### src/include/cpu_macros.svh
`ifndef CPU_MACROS_SVH
`define CPU_MACROS_SVH

// data word width
`define CPU_DATA_W 16

// ram address width, 1024 words
`define CPU_ADDR_W 10

// offset bits inside a page, 64 words per page
`define CPU_PAGE_W 6

// page number bits, 16 pages
`define CPU_PAGE_NUM_W 4

// general purpose registers
`define CPU_NUM_REGS 8

`endif
### src/verilog/cpu_pkg.sv
`default_nettype none

`include "cpu_macros.svh"

package cpu_pkg;

  typedef logic [`CPU_DATA_W-1:0] data_t;

  // opcode numbers kept from the original instruction set
  typedef enum logic [7:0] {
    op_jmp       = 8'd1,
    op_ram2reg   = 8'd2,
    op_reg2ram   = 8'd3,
    op_num2reg   = 8'd4,
    op_reg_plus  = 8'd5,
    op_reg_minus = 8'd6,
    op_exit      = 8'd17  // halt
  } opcode_e;

  typedef enum logic [3:0] {
    stg_idle,
    stg_fetch_op,
    stg_fetch_arg,
    stg_decode,
    stg_load_data,
    stg_store_data,
    stg_halted
  } core_stage_e;

  typedef struct packed {
    logic [`CPU_PAGE_NUM_W-1:0] page;
    logic [`CPU_PAGE_W-1:0]     offset;
  } log_fields_t;

  // logical address, flat for the core and split for the mapper
  typedef union packed {
    logic [`CPU_ADDR_W-1:0] raw;
    log_fields_t            fields;
  } log_addr_u;

endpackage

`default_nettype wire

### src/verilog/cpu_ifs.sv
`timescale 1ns/1ps
`default_nettype none

`include "cpu_macros.svh"

interface mmu_if;
  import cpu_pkg::*;

  logic                   req;        // one cycle request
  log_addr_u              log_addr;   // held until done
  logic                   done;       // one cycle answer
  logic [`CPU_ADDR_W-1:0] phys_addr;  // valid with done

  modport requester (output req, output log_addr, input done, input phys_addr);
  modport mapper (input req, input log_addr, output done, output phys_addr);
endinterface

interface ram_port_if;
  import cpu_pkg::*;

  logic [`CPU_ADDR_W-1:0] rd_addr;
  data_t                  rd_data;  // one cycle after rd_addr
  logic                   wr_en;
  logic [`CPU_ADDR_W-1:0] wr_addr;
  data_t                  wr_data;

  modport core (output rd_addr, input rd_data, output wr_en, output wr_addr, output wr_data);
  modport ram (input rd_addr, output rd_data, input wr_en, input wr_addr, input wr_data);
endinterface

`default_nettype wire

### src/verilog/exec_core.sv
`timescale 1ns/1ps
`default_nettype none

`include "cpu_macros.svh"

module exec_core (
  input  logic      clka,
  input  logic      rst,
  input  logic      run,
  output logic      halted,
  mmu_if.requester  mmu,
  ram_port_if.core  ram
);
  import cpu_pkg::*;

  localparam int reg_idx_w = $clog2(`CPU_NUM_REGS);

  // steps of one memory access
  localparam logic [1:0] ph_req  = 2'd0;
  localparam logic [1:0] ph_wait = 2'd1;
  localparam logic [1:0] ph_data = 2'd2;

  core_stage_e            stage;
  logic [1:0]             phase;
  logic [`CPU_ADDR_W-1:0] pc;
  data_t                  regs [0:`CPU_NUM_REGS-1];
  logic [7:0]             inst_op;
  logic [reg_idx_w-1:0]   inst_reg;  // low bits of the register field
  data_t                  operand;
  logic                   mem_stage;
  log_addr_u              req_addr;

  always_comb begin
    case (stage)
      stg_fetch_arg:                 req_addr.raw = pc + 1'b1;  // second word
      stg_load_data, stg_store_data: req_addr.raw = operand[`CPU_ADDR_W-1:0];
      default:                       req_addr.raw = pc;
    endcase
  end

  assign mem_stage    = stage inside {stg_fetch_op, stg_fetch_arg, stg_load_data, stg_store_data};
  assign mmu.req      = mem_stage && (phase == ph_req);
  assign mmu.log_addr = req_addr;
  assign ram.rd_addr  = mmu.phys_addr;  // ram samples it in the done cycle
  assign halted       = (stage == stg_halted);

  always_ff @(posedge clka) begin
    if (!rst) begin
      stage     <= stg_idle;
      phase     <= ph_req;
      pc        <= '0;
      ram.wr_en <= 1'b0;
      for (int i = 0; i < `CPU_NUM_REGS; i++) begin
        regs[i] <= '0;
      end
    end else begin
      ram.wr_en <= 1'b0;
      case (stage)
        stg_idle: begin
          if (run) begin
            pc    <= '0;
            phase <= ph_req;
            stage <= stg_fetch_op;
          end
        end
        stg_fetch_op, stg_fetch_arg, stg_load_data, stg_store_data: begin
          case (phase)
            ph_req:  phase <= ph_wait;
            ph_wait: begin
              if (mmu.done) begin
                phase     <= ph_data;
                ram.wr_en <= (stage == stg_store_data);  // store goes out now
              end
            end
            default: begin
              phase <= ph_req;
              case (stage)
                stg_fetch_op:  stage <= stg_fetch_arg;
                stg_fetch_arg: begin
                  pc    <= pc + 2'd2;
                  stage <= stg_decode;
                end
                stg_load_data: begin
                  regs[inst_reg] <= ram.rd_data;
                  stage          <= stg_fetch_op;
                end
                default:       stage <= stg_fetch_op;
              endcase
            end
          endcase
        end
        stg_decode: begin
          stage <= stg_fetch_op;
          case (inst_op)
            op_jmp:       pc <= operand[`CPU_ADDR_W-1:0];
            op_num2reg:   regs[inst_reg] <= operand;
            op_reg_plus:  regs[inst_reg] <= regs[inst_reg] + operand;  // wraps
            op_reg_minus: regs[inst_reg] <= regs[inst_reg] - operand;
            op_ram2reg:   stage <= stg_load_data;
            op_reg2ram:   stage <= stg_store_data;
            op_exit:      stage <= stg_halted;
            default:      ;  // unknown opcode skipped
          endcase
        end
        default: ;  // halted until reset
      endcase
    end
  end

  // instruction words and store payload
  always_ff @(posedge clka) begin
    if (stage == stg_fetch_op && phase == ph_data) begin
      inst_op  <= ram.rd_data[`CPU_DATA_W-1 -: 8];
      inst_reg <= ram.rd_data[reg_idx_w-1:0];
    end
    if (stage == stg_fetch_arg && phase == ph_data) begin
      operand <= ram.rd_data;
    end
    if (stage == stg_store_data && phase == ph_wait && mmu.done) begin
      ram.wr_addr <= mmu.phys_addr;
      ram.wr_data <= regs[inst_reg];
    end
  end

endmodule

`default_nettype wire

### src/flat_wrapper.sv
// flat-port wrapper written by rule: the top's interface ports become plain ports
module exec_core_flat import cpu_pkg::*;
  (clka, rst, run, halted, mmu_req, mmu_log_addr, mmu_done, mmu_phys_addr, ram_rd_addr, ram_rd_data, ram_wr_en, ram_wr_addr, ram_wr_data);
  mmu_if mmu_i ();
  ram_port_if ram_i ();
  input  logic clka;
  input  logic rst;
  input  logic run;
  output logic halted;
  output wire logic [$bits(mmu_i.req)-1:0] mmu_req;
  output wire logic [$bits(mmu_i.log_addr)-1:0] mmu_log_addr;
  input wire logic [$bits(mmu_i.done)-1:0] mmu_done;
  input wire logic [$bits(mmu_i.phys_addr)-1:0] mmu_phys_addr;
  output wire logic [$bits(ram_i.rd_addr)-1:0] ram_rd_addr;
  input wire logic [$bits(ram_i.rd_data)-1:0] ram_rd_data;
  output wire logic [$bits(ram_i.wr_en)-1:0] ram_wr_en;
  output wire logic [$bits(ram_i.wr_addr)-1:0] ram_wr_addr;
  output wire logic [$bits(ram_i.wr_data)-1:0] ram_wr_data;
  assign mmu_req = mmu_i.req;
  assign mmu_log_addr = mmu_i.log_addr;
  assign mmu_i.done = mmu_done;
  assign mmu_i.phys_addr = mmu_phys_addr;
  assign ram_rd_addr = ram_i.rd_addr;
  assign ram_i.rd_data = ram_rd_data;
  assign ram_wr_en = ram_i.wr_en;
  assign ram_wr_addr = ram_i.wr_addr;
  assign ram_wr_data = ram_i.wr_data;
  exec_core u_core (.clka(clka), .rst(rst), .run(run), .halted(halted), .mmu(mmu_i), .ram(ram_i));
endmodule
### config.mk
export PLATFORM = sky130hd
export DESIGN_NAME = exec_core_flat
export DESIGN_NICKNAME = d
export VERILOG_FILES = /design/src/verilog/cpu_pkg.sv /design/src/verilog/cpu_ifs.sv /design/src/verilog/exec_core.sv /design/src/flat_wrapper.sv
export VERILOG_INCLUDE_DIRS = /design/src /design/src/include
export SDC_FILE = /design/constraint.sdc
export NUM_CORES = 1
export LEC_CHECK = 0
export BUFFER_PORTS_ARGS = -buffer_cell sky130_fd_sc_hd__buf_2
export CORE_AREA = 2 2 159 130
export CTS_CLUSTER_DIAMETER = 200
export CTS_CLUSTER_SIZE = 10
export DETAILED_ROUTE_END_ITERATION = 10
export DIE_AREA = 0 0 161 132
export PLACE_DENSITY = 0.85
export SYNTH_ARGS = -nofsm -noshare
export SYNTH_HDL_FRONTEND = slang
export SYNTH_SLANG_ARGS = --single-unit
### constraint.sdc
create_clock -name clka -period 4.1 [get_ports clka]
set_input_delay 0.205 -clock clka [delete_from_list [all_inputs] [get_ports clka]]
set_output_delay 0.205 -clock clka [all_outputs]
set_load 0.05 [all_outputs]
==> flow_metrics.py <==
metrics = {
    "logic_synthesis": {
        "post-synth-top-area-fraction": 0.512,
        "post_synth_main_area_contributors": "edfxtp_1, mux4_2, nor2_1",
        "synth_cell_types": 74,
        "synth.cells.most_frequent": "edfxtp_1, nor2_1, nand2_1",
        "yosysSeqAreaShare": 0.548,
        "postSynthAreaPerCell_um2": 11.8,
        "count_of_yosys_warnings_during_synthesis": 0,
        "synth-main-ff-cell": "edfxtp_1",
        "synth_area_leader_cell": "edfxtp_1",
        "synth-edff-count": 181,
        "syn_inst": 897,
        "synth_area_um2": 10600,
        "yosys_register_bits": 200,
        "ys_async_sr_fraction": 0,
        "yosys.cell_count.top_type": "edfxtp_1",
        "synth_nets": 965,
    },
    "sta": {
        "tightest_slew_ps": 1080,
        "post-route-min-period_ps": 3960,
        "post-route-period-util": 0.965,
        "finalClockSkew_ps": 13.8,
        "clock.fmax_mhz": 253,
        "max_slew_margin": 0.277,
        "total_count_of_max_transition_violations_in_the_final_report": 0,
        "count_of_endpoints_failing_hold_in_the_final_timing_report": 0,
        "fin_ws_ps": 142,
        "hold-worst-slack_ps": 17.9,
        "grt_setup_unrepaired": "true",
        "final-setup-viol-count": 0,
    },
    "worst_setup_path": {
        "worstSetupStartpointType": "register",
        "worst-r2r-cell-count": 11,
        "rrSetupSlack_ps": 140,
        "crit_type": "register to register",
        "crit_required_ps": 4290,
        "cp-end-kind": "register",
        "worstPathArrival_ps": 4150,
        "rr_endpoint": "u_core.regs[3][13]",
        "path_max_fanout": 21,
    },
    "floorplanning": {
        "dieHeight_um": 132,
        "die_area_um2": 21300,
        "floorplan.core_area_um2": 19600,
        "initial_core_utilization": 0.543,
        "design.portCount": 79,
        "die-width_um": 161,
        "floorplan_row_count": 46,
    },
    "drt": {
        "detailroute.via_count": 8268,
        "ant_nets": 0,
        "detail_route.iter0.violations": 1322,
        "viasPerCell": 6.40,
        "first_pass_iters": 6,
        "post-route-drc-count": 0,
        "routedWlPerCell_um": 23.0,
        "wl_mm": 29.7,
    },
    "global_routing": {
        "pin_count_of_the_biggest_net_entering_global_routing": 28,
        "track_usage": 0.283,
        "vias_in_the_first_global_route": 7807,
        "antenna_violations_before_repair": 0,
        "residual_overflow_from_global_routing": 0,
        "grt_pass1_wl_mm": 45.1,
    },
    "placement": {
        "placedInstanceArea_um2": 11500,
        "dp_slack_ps": 80.9,
        "gp_congestion": 0.950,
        "hpwl_mm": 20.6,
        "io_buffer_count": 78,
        "dpl.cell_count": 1239,
    },
    "run_status": {
        "outcome": "finished clean",
    },
    "clock_tree": {
        "cts_tree": "yes",
        "clock_buffers_created_by_tritoncts": 17,
        "path_clk_slew_ps": 70,
        "clock-root-buffer": "clkbuf_16",
        "cts.sink_count": 200,
        "worst_skew_pair.late_latency_ps": 450,
        "cts.htree.levels": 4,
        "cts_buffer_depth": 2,
    },
    "power_and_ir_drop": {
        "powerDensity_nw_per_um2": 417,
        "vdd_ir_drop_max_mv": 0.281,
        "leakage_power_summed_over_all_cells_nw": 4.70,
    },
    "finish": {
        "area_delta_synth_final_pct": 15.8,
        "top_register": "u_core.regs",
        "layout-drive-gt1-share": 0.239,
        "nNetsFinal": 1083,
        "largest_register_ffs": 128,
        "finish.instance_area_um2": 12300,
        "reg_top3": "u_core.regs: 128 flops, u_core.operand: 16 flops, u_core.ram.wr_data: 16 flops",
        "insertedDiodeCount": 0,
        "fin_cells": 1292,
    },
    "min_path": {
        "min-delay-start": "ram_rd_data[13]",
        "min_to": "u_core.operand[13]",
        "hold_path.class": "input port to register",
        "timing.hold.worst_path_depth": 1,
    },
    "run": {
        "max_cap_viol_count": 0,
    },
}
-- critical path, stage by stage (launching register included) --
cell and delay, ps:
dfxtp_4 430, buf_12 220, mux4_2 530, mux2_2 360, ha_1 410, or4_1 610
a21oi_1 300, o32ai_1 160, buf_4 170, xnor2_1 120, nand2_1 240, a21oi_1 120
-- layout make-up --
class / instances / area [µm²]
Tap cell: 264 / 330
Clock inverter: 11 / 98.8
Timing Repair Buffer: 156 / 1050
Clock buffer: 21 / 450
Sequential cell: 200 / 5820
Multi-Input combinational cell: 605 / 4410
Inverter: 35 / 131
Fill cell: 1512 / 7280
-- worst max-delay path by stage --
stage	startpoint	end	slack, ps	cells after the start
2_1_floorplan	register	u_core.regs[0][11]	40	12
3_3_place_gp	register	u_core.regs[7][12]	160	13
3_5_place_dp	register	u_core.regs[3][8]	80	11
4_1_cts	register	u_core.regs[1][8]	40	11
5_1_grt	register	u_core.regs[7][13]	-30	12
6_report	register	u_core.regs[3][13]	140	11
-- layout by cell type (no fill, tap or decap), types with 19 or more instances in the layout --
cell,count
o21ai_0,31
dlygate4sd3_1,19
mux4_2,32
nand2_1,53
nor2_1,143
edfxtp_1,181
nor3_1,31
inv_1,35
nor2b_1,22
ha_1,36
buf_2,78
buf_4,57
a21oi_1,39
-- stage by stage --
stage | total power, W | util | setup TNS [ps]
finish | 0.00512 | 0.628 | 0
floorplan | 0.00319 | - | 0
global route | 0.00529 | 0.628 | -51.6
CTS | 0.00510 | 0.626 | 0
global placement | 0.00346 | 0.588 | 0
detailed placement | 0.00350 | 0.588 | 0
-- routing by layer --
metal / GRT usage / part of all wire / up-vias / wire, µm
met1: 0.400 / 0.40 / 4045 / 12000
met3: 0.0985 / 0.13 / 40 / 3990
met2: 0.422 / 0.44 / 583 / 13200
met5: 0 / 0 / - / 0
met4: 0.0714 / 0.018 / 0 / 529
li1: - / - / 3600 / -
-- timing repair --
| action | 4_1_cts | 5_1_grt |
|---|---|---|
| gates resized for setup | 0 | 7 |
| endpoints found under the setup margin | 0 | 64 |
| hold buffers | 19 | 0 |
| hold endpoints to repair | 23 | 0 |
| setup buffers | 0 | 2 |
-- logic make-up (layout without fill, tap and decap cells) --
group                      Yosys count  after routing  share of synthesized area
AOI/OAI and AO/OA                  183            183                      0.123
xor gates and xnor gates            20             20                     0.0165
adders and majority gates           38             38                     0.0462
buffers and inverters               92            223                     0.0397
DFF                                200            200                      0.548
muxes                               51             51                     0.0877
and+or+nand+nor                    313            313                      0.139
-- power by group --
group          total, W  switching, W  leakage [nW]  internal, W
sequential      0.00238     0.0000831          1.96      0.00230
clock           0.00162      0.000768         0.266     0.000856
combinational   0.00112      0.000743          2.47     0.000374
(Power assumes the default switching activity.)
