$ cat src/include/cpu_macros.svh
`ifndef CPU_MACROS_SVH
`define CPU_MACROS_SVH

// data word width
`define CPU_DATA_W 16

// ram address width, 1024 words
`define CPU_ADDR_W 10

// offset bits inside a page, 64 words per page
`define CPU_PAGE_W 6

// page number bits, 16 pages
`define CPU_PAGE_NUM_W 4

// general purpose registers
`define CPU_NUM_REGS 8

`endif
$ cat src/verilog/cpu_pkg.sv
`default_nettype none

`include "cpu_macros.svh"

package cpu_pkg;

  typedef logic [`CPU_DATA_W-1:0] data_t;

  // opcode numbers kept from the original instruction set
  typedef enum logic [7:0] {
    op_jmp       = 8'd1,
    op_ram2reg   = 8'd2,
    op_reg2ram   = 8'd3,
    op_num2reg   = 8'd4,
    op_reg_plus  = 8'd5,
    op_reg_minus = 8'd6,
    op_exit      = 8'd17  // halt
  } opcode_e;

  typedef enum logic [3:0] {
    stg_idle,
    stg_fetch_op,
    stg_fetch_arg,
    stg_decode,
    stg_load_data,
    stg_store_data,
    stg_halted
  } core_stage_e;

  typedef struct packed {
    logic [`CPU_PAGE_NUM_W-1:0] page;
    logic [`CPU_PAGE_W-1:0]     offset;
  } log_fields_t;

  // logical address, flat for the core and split for the mapper
  typedef union packed {
    logic [`CPU_ADDR_W-1:0] raw;
    log_fields_t            fields;
  } log_addr_u;

endpackage

`default_nettype wire

$ cat src/verilog/cpu_ifs.sv
`timescale 1ns/1ps
`default_nettype none

`include "cpu_macros.svh"

interface mmu_if;
  import cpu_pkg::*;

  logic                   req;        // one cycle request
  log_addr_u              log_addr;   // held until done
  logic                   done;       // one cycle answer
  logic [`CPU_ADDR_W-1:0] phys_addr;  // valid with done

  modport requester (output req, output log_addr, input done, input phys_addr);
  modport mapper (input req, input log_addr, output done, output phys_addr);
endinterface


`default_nettype wire

$ cat src/verilog/page_mapper.sv
`timescale 1ns/1ps
`default_nettype none

`include "cpu_macros.svh"

module page_mapper (
  input  logic   clka,
  input  logic   rst,
  mmu_if.mapper  mmu
);
  import cpu_pkg::*;

  localparam int num_pages = 1 << `CPU_PAGE_NUM_W;

  logic [`CPU_PAGE_NUM_W-1:0] ptab [0:num_pages-1];  // logical to physical page
  logic [num_pages-1:0]       pvalid;
  logic [`CPU_PAGE_NUM_W-1:0] next_free;             // next page to hand out
  logic                       miss_pend;             // table entry written last cycle
  logic                       hit;
  log_addr_u                  la;

  assign la  = mmu.log_addr;
  assign hit = pvalid[la.fields.page];

  always_ff @(posedge clka) begin
    if (!rst) begin
      for (int i = 0; i < num_pages; i++) begin
        ptab[i] <= '0;
      end
      pvalid    <= {{(num_pages-1){1'b0}}, 1'b1};  // page 0 fixed to page 0
      next_free <= {{(`CPU_PAGE_NUM_W-1){1'b0}}, 1'b1};
      miss_pend <= 1'b0;
      mmu.done  <= 1'b0;
    end else begin
      mmu.done <= 1'b0;
      if (miss_pend) begin
        miss_pend <= 1'b0;
        mmu.done  <= 1'b1;  // second cycle of a miss
      end else if (mmu.req) begin
        if (hit) begin
          mmu.done <= 1'b1;
        end else begin
          // allocate on first touch
          ptab[la.fields.page]   <= next_free;
          pvalid[la.fields.page] <= 1'b1;
          next_free              <= next_free + 1'b1;
          miss_pend              <= 1'b1;
        end
      end
    end
  end

  // translated address, page joined to offset
  always_ff @(posedge clka) begin
    if (miss_pend || (mmu.req && hit)) begin
      mmu.phys_addr <= {ptab[la.fields.page], la.fields.offset};
    end
  end

endmodule

`default_nettype wire

$ cat src/flat_wrapper.sv
// flat-port wrapper written by rule: the top's interface ports become plain ports
module page_mapper_flat import cpu_pkg::*;
  (clka, rst, mmu_req, mmu_log_addr, mmu_done, mmu_phys_addr);
  mmu_if mmu_i ();
  input  logic clka;
  input  logic rst;
  input wire logic [$bits(mmu_i.req)-1:0] mmu_req;
  input wire logic [$bits(mmu_i.log_addr)-1:0] mmu_log_addr;
  output wire logic [$bits(mmu_i.done)-1:0] mmu_done;
  output wire logic [$bits(mmu_i.phys_addr)-1:0] mmu_phys_addr;
  assign mmu_i.req = mmu_req;
  assign mmu_i.log_addr = mmu_log_addr;
  assign mmu_done = mmu_i.done;
  assign mmu_phys_addr = mmu_i.phys_addr;
  page_mapper u_core (.clka(clka), .rst(rst), .mmu(mmu_i));
endmodule
$ cat config.mk
export PLATFORM = sky130hd
export DESIGN_NAME = page_mapper_flat
export DESIGN_NICKNAME = d
export VERILOG_FILES = /design/src/verilog/cpu_pkg.sv /design/src/verilog/cpu_ifs.sv /design/src/verilog/page_mapper.sv /design/src/flat_wrapper.sv
export VERILOG_INCLUDE_DIRS = /design/src /design/src/include
export SDC_FILE = /design/constraint.sdc
export NUM_CORES = 1
export LEC_CHECK = 0
export BUFFER_PORTS_ARGS = -buffer_cell sky130_fd_sc_hd__buf_4
export CORE_MARGIN = 5
export CORE_UTILIZATION = 55
export CTS_CLUSTER_SIZE = 12
export DETAILED_ROUTE_END_ITERATION = 10
export GPL_TIMING_DRIVEN = 0
export MAX_ROUTING_LAYER = met4
export PLACE_DENSITY = 0.73
export SKIP_CTS_REPAIR_TIMING = 1
export SKIP_LAST_GASP = 1
export SYNTH_ARGS = -nofsm -noshare
export SYNTH_HDL_FRONTEND = slang
export SYNTH_SLANG_ARGS = --single-unit
$ cat constraint.sdc
create_clock -name clka -period 2.64 [get_ports clka]
set_input_delay 0.264 -clock clka [delete_from_list [all_inputs] [get_ports clka]]
set_output_delay 0.264 -clock clka [all_outputs]
set_load 0.02 [all_outputs]
==> results of run 1 <==
[synthesized netlist by cell type (2+ instances only)]
| library cell | n | area, um^2 |
|---|---|---|
| a22o_1 | 3 | 26.3 |
| a22oi_2 | 2 | 25.0 |
| and2_1 | 2 | 12.5 |
| buf_2 | 7 | 35.0 |
| buf_6 | 4 | 45.0 |
| clkbuf_1 | 8 | 30.0 |
| dfxtp_1 | 22 | 440 |
| edfxtp_1 | 74 | 2220 |
| inv_1 | 2 | 7.51 |
| mux2i_1 | 11 | 110 |
| mux4_2 | 20 | 450 |
| nand2_1 | 40 | 150 |
| nand2b_1 | 6 | 37.5 |
| nand3_1 | 3 | 15.0 |
| nand3_2 | 2 | 20.0 |
| nor2_1 | 65 | 244 |
| nor2b_1 | 4 | 25.0 |
| o21ai_0 | 32 | 160 |
[layer usage]
metal  part of all wire [%]  routed length (um)  GRT usage, %  vias to the layer above
met2                     51                4520          32.4                      116
li1                       -                   -             -                     1247
met4                    1.7                 150          7.77                        0
met5                      0                   0             -                        -
met3                    6.3                 560          3.36                       15
met1                     41                3620          25.8                     1318
[per-stage QoR]
stage	cell area, um^2	instances
floorplan	4240	328
global placement	4510	450
detailed placement	4510	450
CTS	4720	466
global route	4720	466
finish	4720	466
[state kept, by name (all words and copies together), names as in the netlist]
signal                cells
u_core.mmu.phys_addr     10
u_core.mmu.done           1
u_core.next_free          4
u_core.ptab              64
u_core.pvalid            16
u_core.miss_pend          1
[layout make-up]
type | instances | area (um^2)
Fill cell | 608 | 2890
Sequential cell | 96 | 2660
Multi-Input combinational cell | 210 | 1450
Timing Repair Buffer | 20 | 150
Clock buffer | 12 | 135
Tap cell | 102 | 128
Buffer | 20 | 114
Clock inverter | 4 | 68.8
Inverter | 2 | 7.51
[worst min-delay path by stage]
stage	startpoint	to	cells past startpoint
after floorplan	mmu_log_addr[0]	u_core.mmu.phys_addr[0]	0
after global placement	u_core.pvalid[8]	u_core.pvalid[8]	2
after detailed placement	u_core.pvalid[4]	u_core.pvalid[4]	2
after CTS	mmu_log_addr[5]	u_core.mmu.phys_addr[5]	1
after global routing	mmu_log_addr[5]	u_core.mmu.phys_addr[5]	1
final	mmu_log_addr[2]	u_core.mmu.phys_addr[2]	1
[kinds of logic (layout without fill, tap and decap cells)]
group	after synthesis	in the layout	share of synthesized area, %
AO/OA/AOI/OAI	45	45	6.77
multiplexers	32	32	13.5
AND/OR/NAND/NOR	132	132	13.7
flip-flops	96	96	62.9
adder cells (fa/ha/maj)	1	1	0.295
buffers and inverters	22	58	2.87
[worst max-delay path, delay by kind of cell, from the launching register on]
kind	cells	cell delay, ps
AOI/OAI and AO/OA	3	1140
and+or+nand+nor	1	260
muxes	1	190
DFF	1	320
[power groups by stage]
| stage | Combinational, mW | Sequential (mW) | Clock [mW] |
|---|---|---|---|
| detailed placement | 0.298 | 1.75 | 0 |
| global route | 0.320 | 1.73 | 1.07 |
| global placement | 0.290 | 1.75 | 0 |
| CTS | 0.299 | 1.72 | 1.01 |
| floorplan | 0.184 | 1.76 | 0 |
| finish | 0.296 | 1.72 | 1.01 |
==> results by group, run 1 <==
Outcome
  – Status: completed

Finish
  – Most frequent cells in the layout: 74 x edfxtp_1, 65 x nor2_1, 40 x nand2_1
  – NumNets Final: 373
  – Commonest non-fill, non-tap cell in the layout: edfxtp_1
  – Share of cells above drive strength 1: 20.3%
  – Final core utilization: 62.0%
  – Layout Area Growth over Synthesis: 11.4%
  – ANT cells: 0

Placement
  – Pre-CTS setup slack: 73.5 ps
  – PortBufs: 20
  – Placer Congestion: 0.876
  – HPWL after detailed placement: 6760 um

Power
  – Sequential group share of total power: 56.9%
  – Net Switching: between 600 and 700 uW
  – Leak: 1.63 nW
  – Tot Pwr: 3.02 mW
  – Cell Int Power: 2.34 mW
  – Pwr Density: about 640 nW/um^2
  – Clock power share: ~33%
  – Sw frac: around 23%
  – Gate power share: 9.8%
  – Peak VDD IR: a little under 0.4 mV

Floorplan
  – Die Y: 97.8 um
  – Die Width: 97.8 um
  – IO Pins: 24
  – Die ar.: ~9600 um^2
  – Rows: 32
  – Initial core utilization: around 56%
  – Core area: 7610 um^2

Clocking
  – Clock sink count: 96
  – TritonCTS buffer count: 9
  – CTS tree: done
  – Clock buffer depth: 2
  – Clk root buf: clkbuf_8
  – Worst-Skew Late Latency: 360 ps
  – Reg clk slew, reported paths: around 80 ps
  – H-tree depth: 3

Detailed routing
  – Routed vias/inst: 5.79
  – DRT Pass-1 Iters: 5
  – Routed wire per std cell: about 19 um
  – WL final: 8840 um
  – Antenna-violating nets left: 0
  – Remaining DRCs: 0
  – Vias post-DR: 2,696
  – 1st-iter DRT viols: approximately 340

Timing
  – Hold Vio Cnt, Final: 0
  – RSZ-0062 raised after global routing: no
  – Setup violators final: 0
  – Final hold slack: 76.0 ps
  – Skew final: 6.98 ps
  – Worst slew margin: 50.7%
  – Part of the cycle the worst path needs: 86.2%
  – Setup TNS: 0 ps
  – Min Tclk post-route: 2270 ps
  – Worst Tran Pin Value: 731 ps
  – FMAX: between 0.4 and 0.5 GHz
  – Slew Limit Fails: 0
  – Final WS setup: 365 ps

Critical path
  – CP cell instances: mux2i_1 > a22oi_2 > a21oi_1 > nand2b_1 > o21ai_0
  – CP peak stage delay: 650 ps
  – Largest fanout on the critical path: 8
  – Crit. Startpoint: u_core.pvalid[11]
  – Worst R2R Path Depth: 5
  – Slowest-stage cell, CP: o21ai_0
  – Internal reg-to-reg setup slack: 370 ps
  – Crit start category: flop
  – CP arrival: 2270 ps
  – CP Class: flop to flop
  – Reg2reg end: u_core.ptab[3][3]
  – CP endpoint: u_core.ptab[3][3]
  – Crit end category: flop
  – Reg-to-reg startpoint: u_core.pvalid[11]
  – CP required: 2640 ps

Synth
  – Syn_area_per_cell: 12.9 um^2
  – Synth async-reset ratio: 0%
  – Top_reg_cell synth: edfxtp_1
  – Yosys warns: 0
  – EDFF count, synth: 74
  – Synthesized area: 4240 um^2
  – Syn_nets: 342
  – Seq/Total Area, Yosys: 62.9%
  – Syn Inst Count: 328
  – FF+latch count, synth: 96
  – Synth cell types: 39

Global route
  – GR Util All Layers: 20.1%
  – GR Overflow Total: 0
  – Number of global-route vias before repair: 2,675
  – First-pass GRT wire length: 14,300 um
  – Antenna violations before repair: 0
  – Largest net degree at the start of global routing: 15

Hold path
  – HP Class: primary input to flop

Run
  – Max-cap viol count: 0
Power figures use the tool's default switching activity.
==> inputs of run 2 (changes only) <==
Settings changed: RECOVER_POWER from default to 100.
==> results by group, run 2 (same netlist as run 1, synthesis figures left out) <==
Outcome
  – Status: completed (unchanged)

Clocking
  – Reg clk slew, reported paths: 90 ps (was 80 ps)
  – Clock sink count: 96 (unchanged)
  – Worst-Skew Late Latency: 360 ps (about the same)
  – Clk root buf: clkbuf_8 (unchanged)
  – H-tree depth: 3 (unchanged)
  – TritonCTS buffer count: 9 (unchanged)
  – CTS tree: done (unchanged)
  – Clock buffer depth: 2 (unchanged)

Finish
  – Number of flip-flops in the largest register: 64 (unchanged)
  – Largest Register: u_core.ptab (unchanged)
  – Fill count: 635 (was 608)
  – Cell area after layout: 4620 um^2 (was 4720 um^2)
  – Final core utilization: 60.7% (was 62.0%)
  – NumNets Final: 373 (unchanged)
  – Top flop regs: u_core.ptab: 64 flops, u_core.pvalid: 16 flops, u_core.mmu.phys_addr: 10 flops (unchanged)
  – ANT cells: 0 (unchanged)
  – Share of cells above drive strength 1: 13.7% (was 20.3%)
  – Commonest non-fill, non-tap cell in the layout: edfxtp_1 (unchanged)
  – Most frequent cells in the layout: 74 x edfxtp_1, 65 x nor2_1, 41 x nand2_1 (was 74 x edfxtp_1, 65 x nor2_1, 40 x nand2_1)
  – Layout Area Growth over Synthesis: 9.07% (was 11.4%)

Timing
  – Slew Limit Fails: 0 (unchanged)
  – Skew final: 6.33 ps (was 6.98 ps)
  – RSZ-0062 raised after global routing: no (unchanged)
  – Hold Vio Cnt, Final: 0 (unchanged)
  – Worst Tran Pin Value: 729 ps (was 731 ps)
  – Setup TNS: 0 ps (unchanged)
  – Final hold slack: 99.0 ps (was 76.0 ps)
  – Worst slew margin: 50.9% (was 50.7%)
  – Min Tclk post-route: 2250 ps (was 2270 ps)
  – Part of the cycle the worst path needs: 85.3% (was 86.2%)
  – Setup violators final: 0 (unchanged)
  – FMAX: 0.444 GHz (was 0.440 GHz)
  – Final WS setup: 388 ps (was 365 ps)

Hold path
  – HP Class: primary input to flop (unchanged)

Power
  – Pwr Density: 650 nW/um^2 (was 641 nW/um^2)
  – Peak VDD IR: 0.389 mV (was 0.390 mV)
  – Leak: 1.57 nW (was 1.63 nW)

Placement
  – HPWL after detailed placement: 6760 um (unchanged)
  – PortBufs: 20 (unchanged)
  – Pre-CTS setup slack: 73.5 ps (unchanged)
  – Cell Area, Placed: 4510 um^2 (unchanged)
  – Placer Congestion: 0.876 (unchanged)

Critical path
  – Crit start category: primary input (was flop)
  – CP arrival: 2250 ps (was 2270 ps)
  – Largest fanout on the critical path: 10 (was 8)
  – Crit end category: flop (unchanged)
  – CP Class: primary input to flop (was flop to flop)
  – CP required: 2640 ps (about the same)
  – Internal reg-to-reg setup slack: 410 ps (was 370 ps)

Run
  – Max-cap viol count: 0 (unchanged)

Floorplan
  – Die Width: 97.8 um (unchanged)
  – Die ar.: 9560 um^2 (unchanged)
  – Core area: 7610 um^2 (unchanged)
  – IO Pins: 24 (unchanged)
  – Rows: 32 (unchanged)
  – Die Y: 97.8 um (unchanged)
  – Initial core utilization: 55.7% (unchanged)

Detailed routing
  – Routed wire per std cell: 19.0 um (about the same)
  – 1st-iter DRT viols: 257 (was 335)
  – Routed vias/inst: 5.84 (was 5.79)
  – DRT Pass-1 Iters: 5 (unchanged)
  – Antenna-violating nets left: 0 (unchanged)
  – WL final: 8860 um (was 8840 um)
  – Remaining DRCs: 0 (unchanged)
  – Vias post-DR: 2,723 (was 2,696)

Global route
  – Largest net degree at the start of global routing: 15 (unchanged)
  – First-pass GRT wire length: 14,300 um (unchanged)
  – GR Util All Layers: 20.1% (unchanged)
  – Antenna violations before repair: 0 (unchanged)
  – Number of global-route vias before repair: 2,675 (unchanged)
  – GR Overflow Total: 0 (unchanged)
-- run 2: cell types whose count changed in the layout (fill, tap and decap cells not counted), sizes merged --
cell	before	now
buf	32	10
clkbuf	20	42
-- run 2: path summary, 6_finish.rpt --
check	from	cells past startpoint	endpoint
setup / recovery	mmu_log_addr[9]	7	u_core.ptab[3][1]
hold / removal	mmu_log_addr[2]	1	u_core.mmu.phys_addr[2]
setup reg to reg	u_core.pvalid[11]	5	u_core.ptab[3][1]
hold reg to reg	u_core.pvalid[4]	2	u_core.pvalid[4]
-- run 2: routing by layer --
layer  up-vias  track usage (%)  wire (um)
met5         -                -          0
met3        14             3.36        564
met1      1342             25.8       3640
met2       115             32.4       4480
li1       1252                -          -
met4         0             7.77        170
-- run 2: cell type report --
class	instances	area [um^2]	share of cell area, %
buffer	20	103	2.22
clock buffer	12	135	2.93
clock inverter	4	68.8	1.49
inverter	2	7.51	0.163
multi-input combinational	210	1410	30.5
sequential	96	2660	57.6
tap	102	128	2.76
timing repair buffer	20	105	2.28
-- run 2: through the flow --
stage,instances,power [mW]
detailed placement,450,2.05
finish,466,3.00
CTS,466,3.03
global route,466,3.10
floorplan,328,1.95
global placement,450,2.04
-- run 2: power breakdown --
group          internal, mW  switching (mW)  total [mW]
combinational         0.102           0.173       0.275
clock                 0.531           0.480        1.01
sequential             1.69          0.0283        1.72
total                  2.32           0.681        3.00
-- run 2: worst max-delay path, stage by stage --
cell,delay (ps)
clkbuf_1,100
buf_2,210
nor2_2,260
a22oi_1,160
a21oi_1,340
nand2b_1,260
o21ai_0,650
==> inputs of run 3 (changes only) <==
Settings changed: CORE_MARGIN 5 to default.
==> results by group, run 3 (same netlist as run 1, synthesis figures left out) <==
Finish
  – NumNets Final: 373 (unchanged)
  – Layout Area Growth over Synthesis: 8.86% (was 9.07%)
  – Top flop regs: u_core.ptab: 64 flops, u_core.pvalid: 16 flops, u_core.mmu.phys_addr: 10 flops (unchanged)
  – Largest Register: u_core.ptab (unchanged)
  – ANT cells: 0 (unchanged)
  – Most frequent cells in the layout: 74 x edfxtp_1, 65 x nor2_1, 41 x nand2_1 (unchanged)
  – Number of flip-flops in the largest register: 64 (unchanged)
  – Share of cells above drive strength 1: 14.8% (was 13.7%)
  – Commonest non-fill, non-tap cell in the layout: edfxtp_1 (unchanged)
  – Cell Count, Final, Fillers Out: 463 (was 466)

Timing
  – Slew Limit Fails: 0 (unchanged)
  – Final WS setup: 432 ps (was 388 ps)
  – Min Tclk post-route: 2210 ps (was 2250 ps)
  – FMAX: 0.453 GHz (was 0.444 GHz)
  – Setup TNS: 0 ps (unchanged)
  – RSZ-0062 raised after global routing: no (unchanged)
  – Worst Tran Pin Value: 691 ps (was 729 ps)
  – Hold Vio Cnt, Final: 0 (unchanged)
  – Skew final: 11.6 ps (was 6.33 ps)
  – Worst slew margin: 53.4% (was 50.9%)
  – Setup violators final: 0 (unchanged)
  – Part of the cycle the worst path needs: 83.6% (was 85.3%)

Outcome
  – Status: completed (unchanged)

Placement
  – Pre-CTS setup slack: 56.1 ps (was 73.5 ps)
  – DP Cell Count: 447 (was 450)
  – PortBufs: 20 (unchanged)
  – HPWL after detailed placement: 6610 um (was 6760 um)
  – Placer Congestion: 0.885 (was 0.876)

Critical path
  – CP arrival: 2220 ps (was 2250 ps)
  – Crit start category: primary input (unchanged)
  – Largest fanout on the critical path: 10 (unchanged)
  – Crit end category: flop (unchanged)
  – CP required: 2650 ps (was 2640 ps)
  – CP Class: primary input to flop (unchanged)

Detailed routing
  – Routed vias/inst: 5.84 (about the same)
  – WL final: 8740 um (was 8860 um)
  – Remaining DRCs: 0 (unchanged)
  – Routed wire per std cell: 18.9 um (was 19.0 um)
  – Antenna-violating nets left: 0 (unchanged)
  – 1st-iter DRT viols: 184 (was 257)
  – DRT Pass-1 Iters: 5 (unchanged)
  – Vias post-DR: 2,702 (was 2,723)

Clocking
  – CTS tree: done (unchanged)
  – Clock sink count: 96 (unchanged)
  – Clock buffer depth: 2 (unchanged)
  – Reg clk slew, reported paths: 100 ps (was 90 ps)
  – TritonCTS buffer count: 9 (unchanged)
  – H-tree depth: 3 (unchanged)
  – Clk root buf: clkbuf_8 (unchanged)
  – Worst-Skew Late Latency: 370 ps (was 360 ps)

Floorplan
  – Die Width: 89.8 um (was 97.8 um)
  – Rows: 31 (was 32)
  – Core area: 7330 um^2 (was 7610 um^2)
  – IO Pins: 24 (unchanged)
  – Die Y: 89.8 um (was 97.8 um)
  – Initial core utilization: 57.8% (was 55.7%)
  – Die ar.: 8060 um^2 (was 9560 um^2)

Global route
  – GR Util All Layers: 23.7% (was 20.1%)
  – Antenna violations before repair: 0 (unchanged)
  – First-pass GRT wire length: 13,700 um (was 14,300 um)
  – Number of global-route vias before repair: 2,609 (was 2,675)
  – Largest net degree at the start of global routing: 17 (was 15)
  – GR Overflow Total: 0 (unchanged)

Power
  – Leak: 1.56 nW (was 1.57 nW)
  – Peak VDD IR: 0.312 mV (was 0.389 mV)
  – Tot Pwr: 2.97 mW (was 3.00 mW)
  – Pwr Density: 643 nW/um^2 (was 650 nW/um^2)

Hold path
  – HP Class: primary input to flop (unchanged)

Run
  – Max-cap viol count: 0 (unchanged)
-- run 3: cell count changes in the layout (fill, tap and decap cells not counted), sizes merged --
cell,previous run,this run
clkbuf,42,40
bufinv,2,1
clkinvlp,0,2
inv,2,3
-- run 3: power by group --
part / internal, mW / leakage (nW) / switching, mW
clock: 0.442 / 0.0929 / 0.531
sequential: 1.69 / 0.935 / 0.0284
combinational: 0.102 / 0.534 / 0.172
total: 2.23 / 1.56 / 0.731
-- run 3: per-stage QoR --
stage               util, %  cell area (um^2)  hold slack (ps)
CTS                    64.2              4700             59.5
finish                 62.9              4610             80.6
floorplan                 -              4240              363
global placement       61.5              4510              432
global route           62.9              4610             78.8
detailed placement     61.5              4510              442
-- run 3: worst paths after layout --
check | start | endpoint | slack, ps | depth (start not counted)
min | mmu_log_addr[1] | u_core.mmu.phys_addr[1] | 80 | 1
min reg2reg | u_core.pvalid[4] | u_core.pvalid[4] | 460 | 2
max reg2reg | u_core.pvalid[11] | u_core.ptab[0][1] | 460 | 5
max | mmu_log_addr[9] | u_core.ptab[0][1] | 430 | 7
-- run 3: layout make-up --
cell class | instances | area, um^2
buffer | 20 | 103
clock buffer | 10 | 128
clock inverter | 6 | 67.6
fill | 558 | 2720
inverter | 2 | 7.51
multi-input combinational | 210 | 1410
sequential | 96 | 2660
tap | 99 | 124
timing repair buffer | 20 | 109
-- run 3: critical path, cell delays in order --
cell	delay (ps)
clkbuf_4	120
buf_2	190
nor2_2	250
a22oi_1	170
a21oi_1	330
nand2b_1	270
o21ai_0	610
-- run 3: layer usage --
metal / vias to the layer above / global-route usage [%] / wire length, um
met5: - / - / 0
met4: 0 / 9.29 / 193
met3: 20 / 4.48 / 481
met2: 117 / 39.7 / 4410
met1: 1313 / 28.6 / 3660
li1: 1252 / - / -
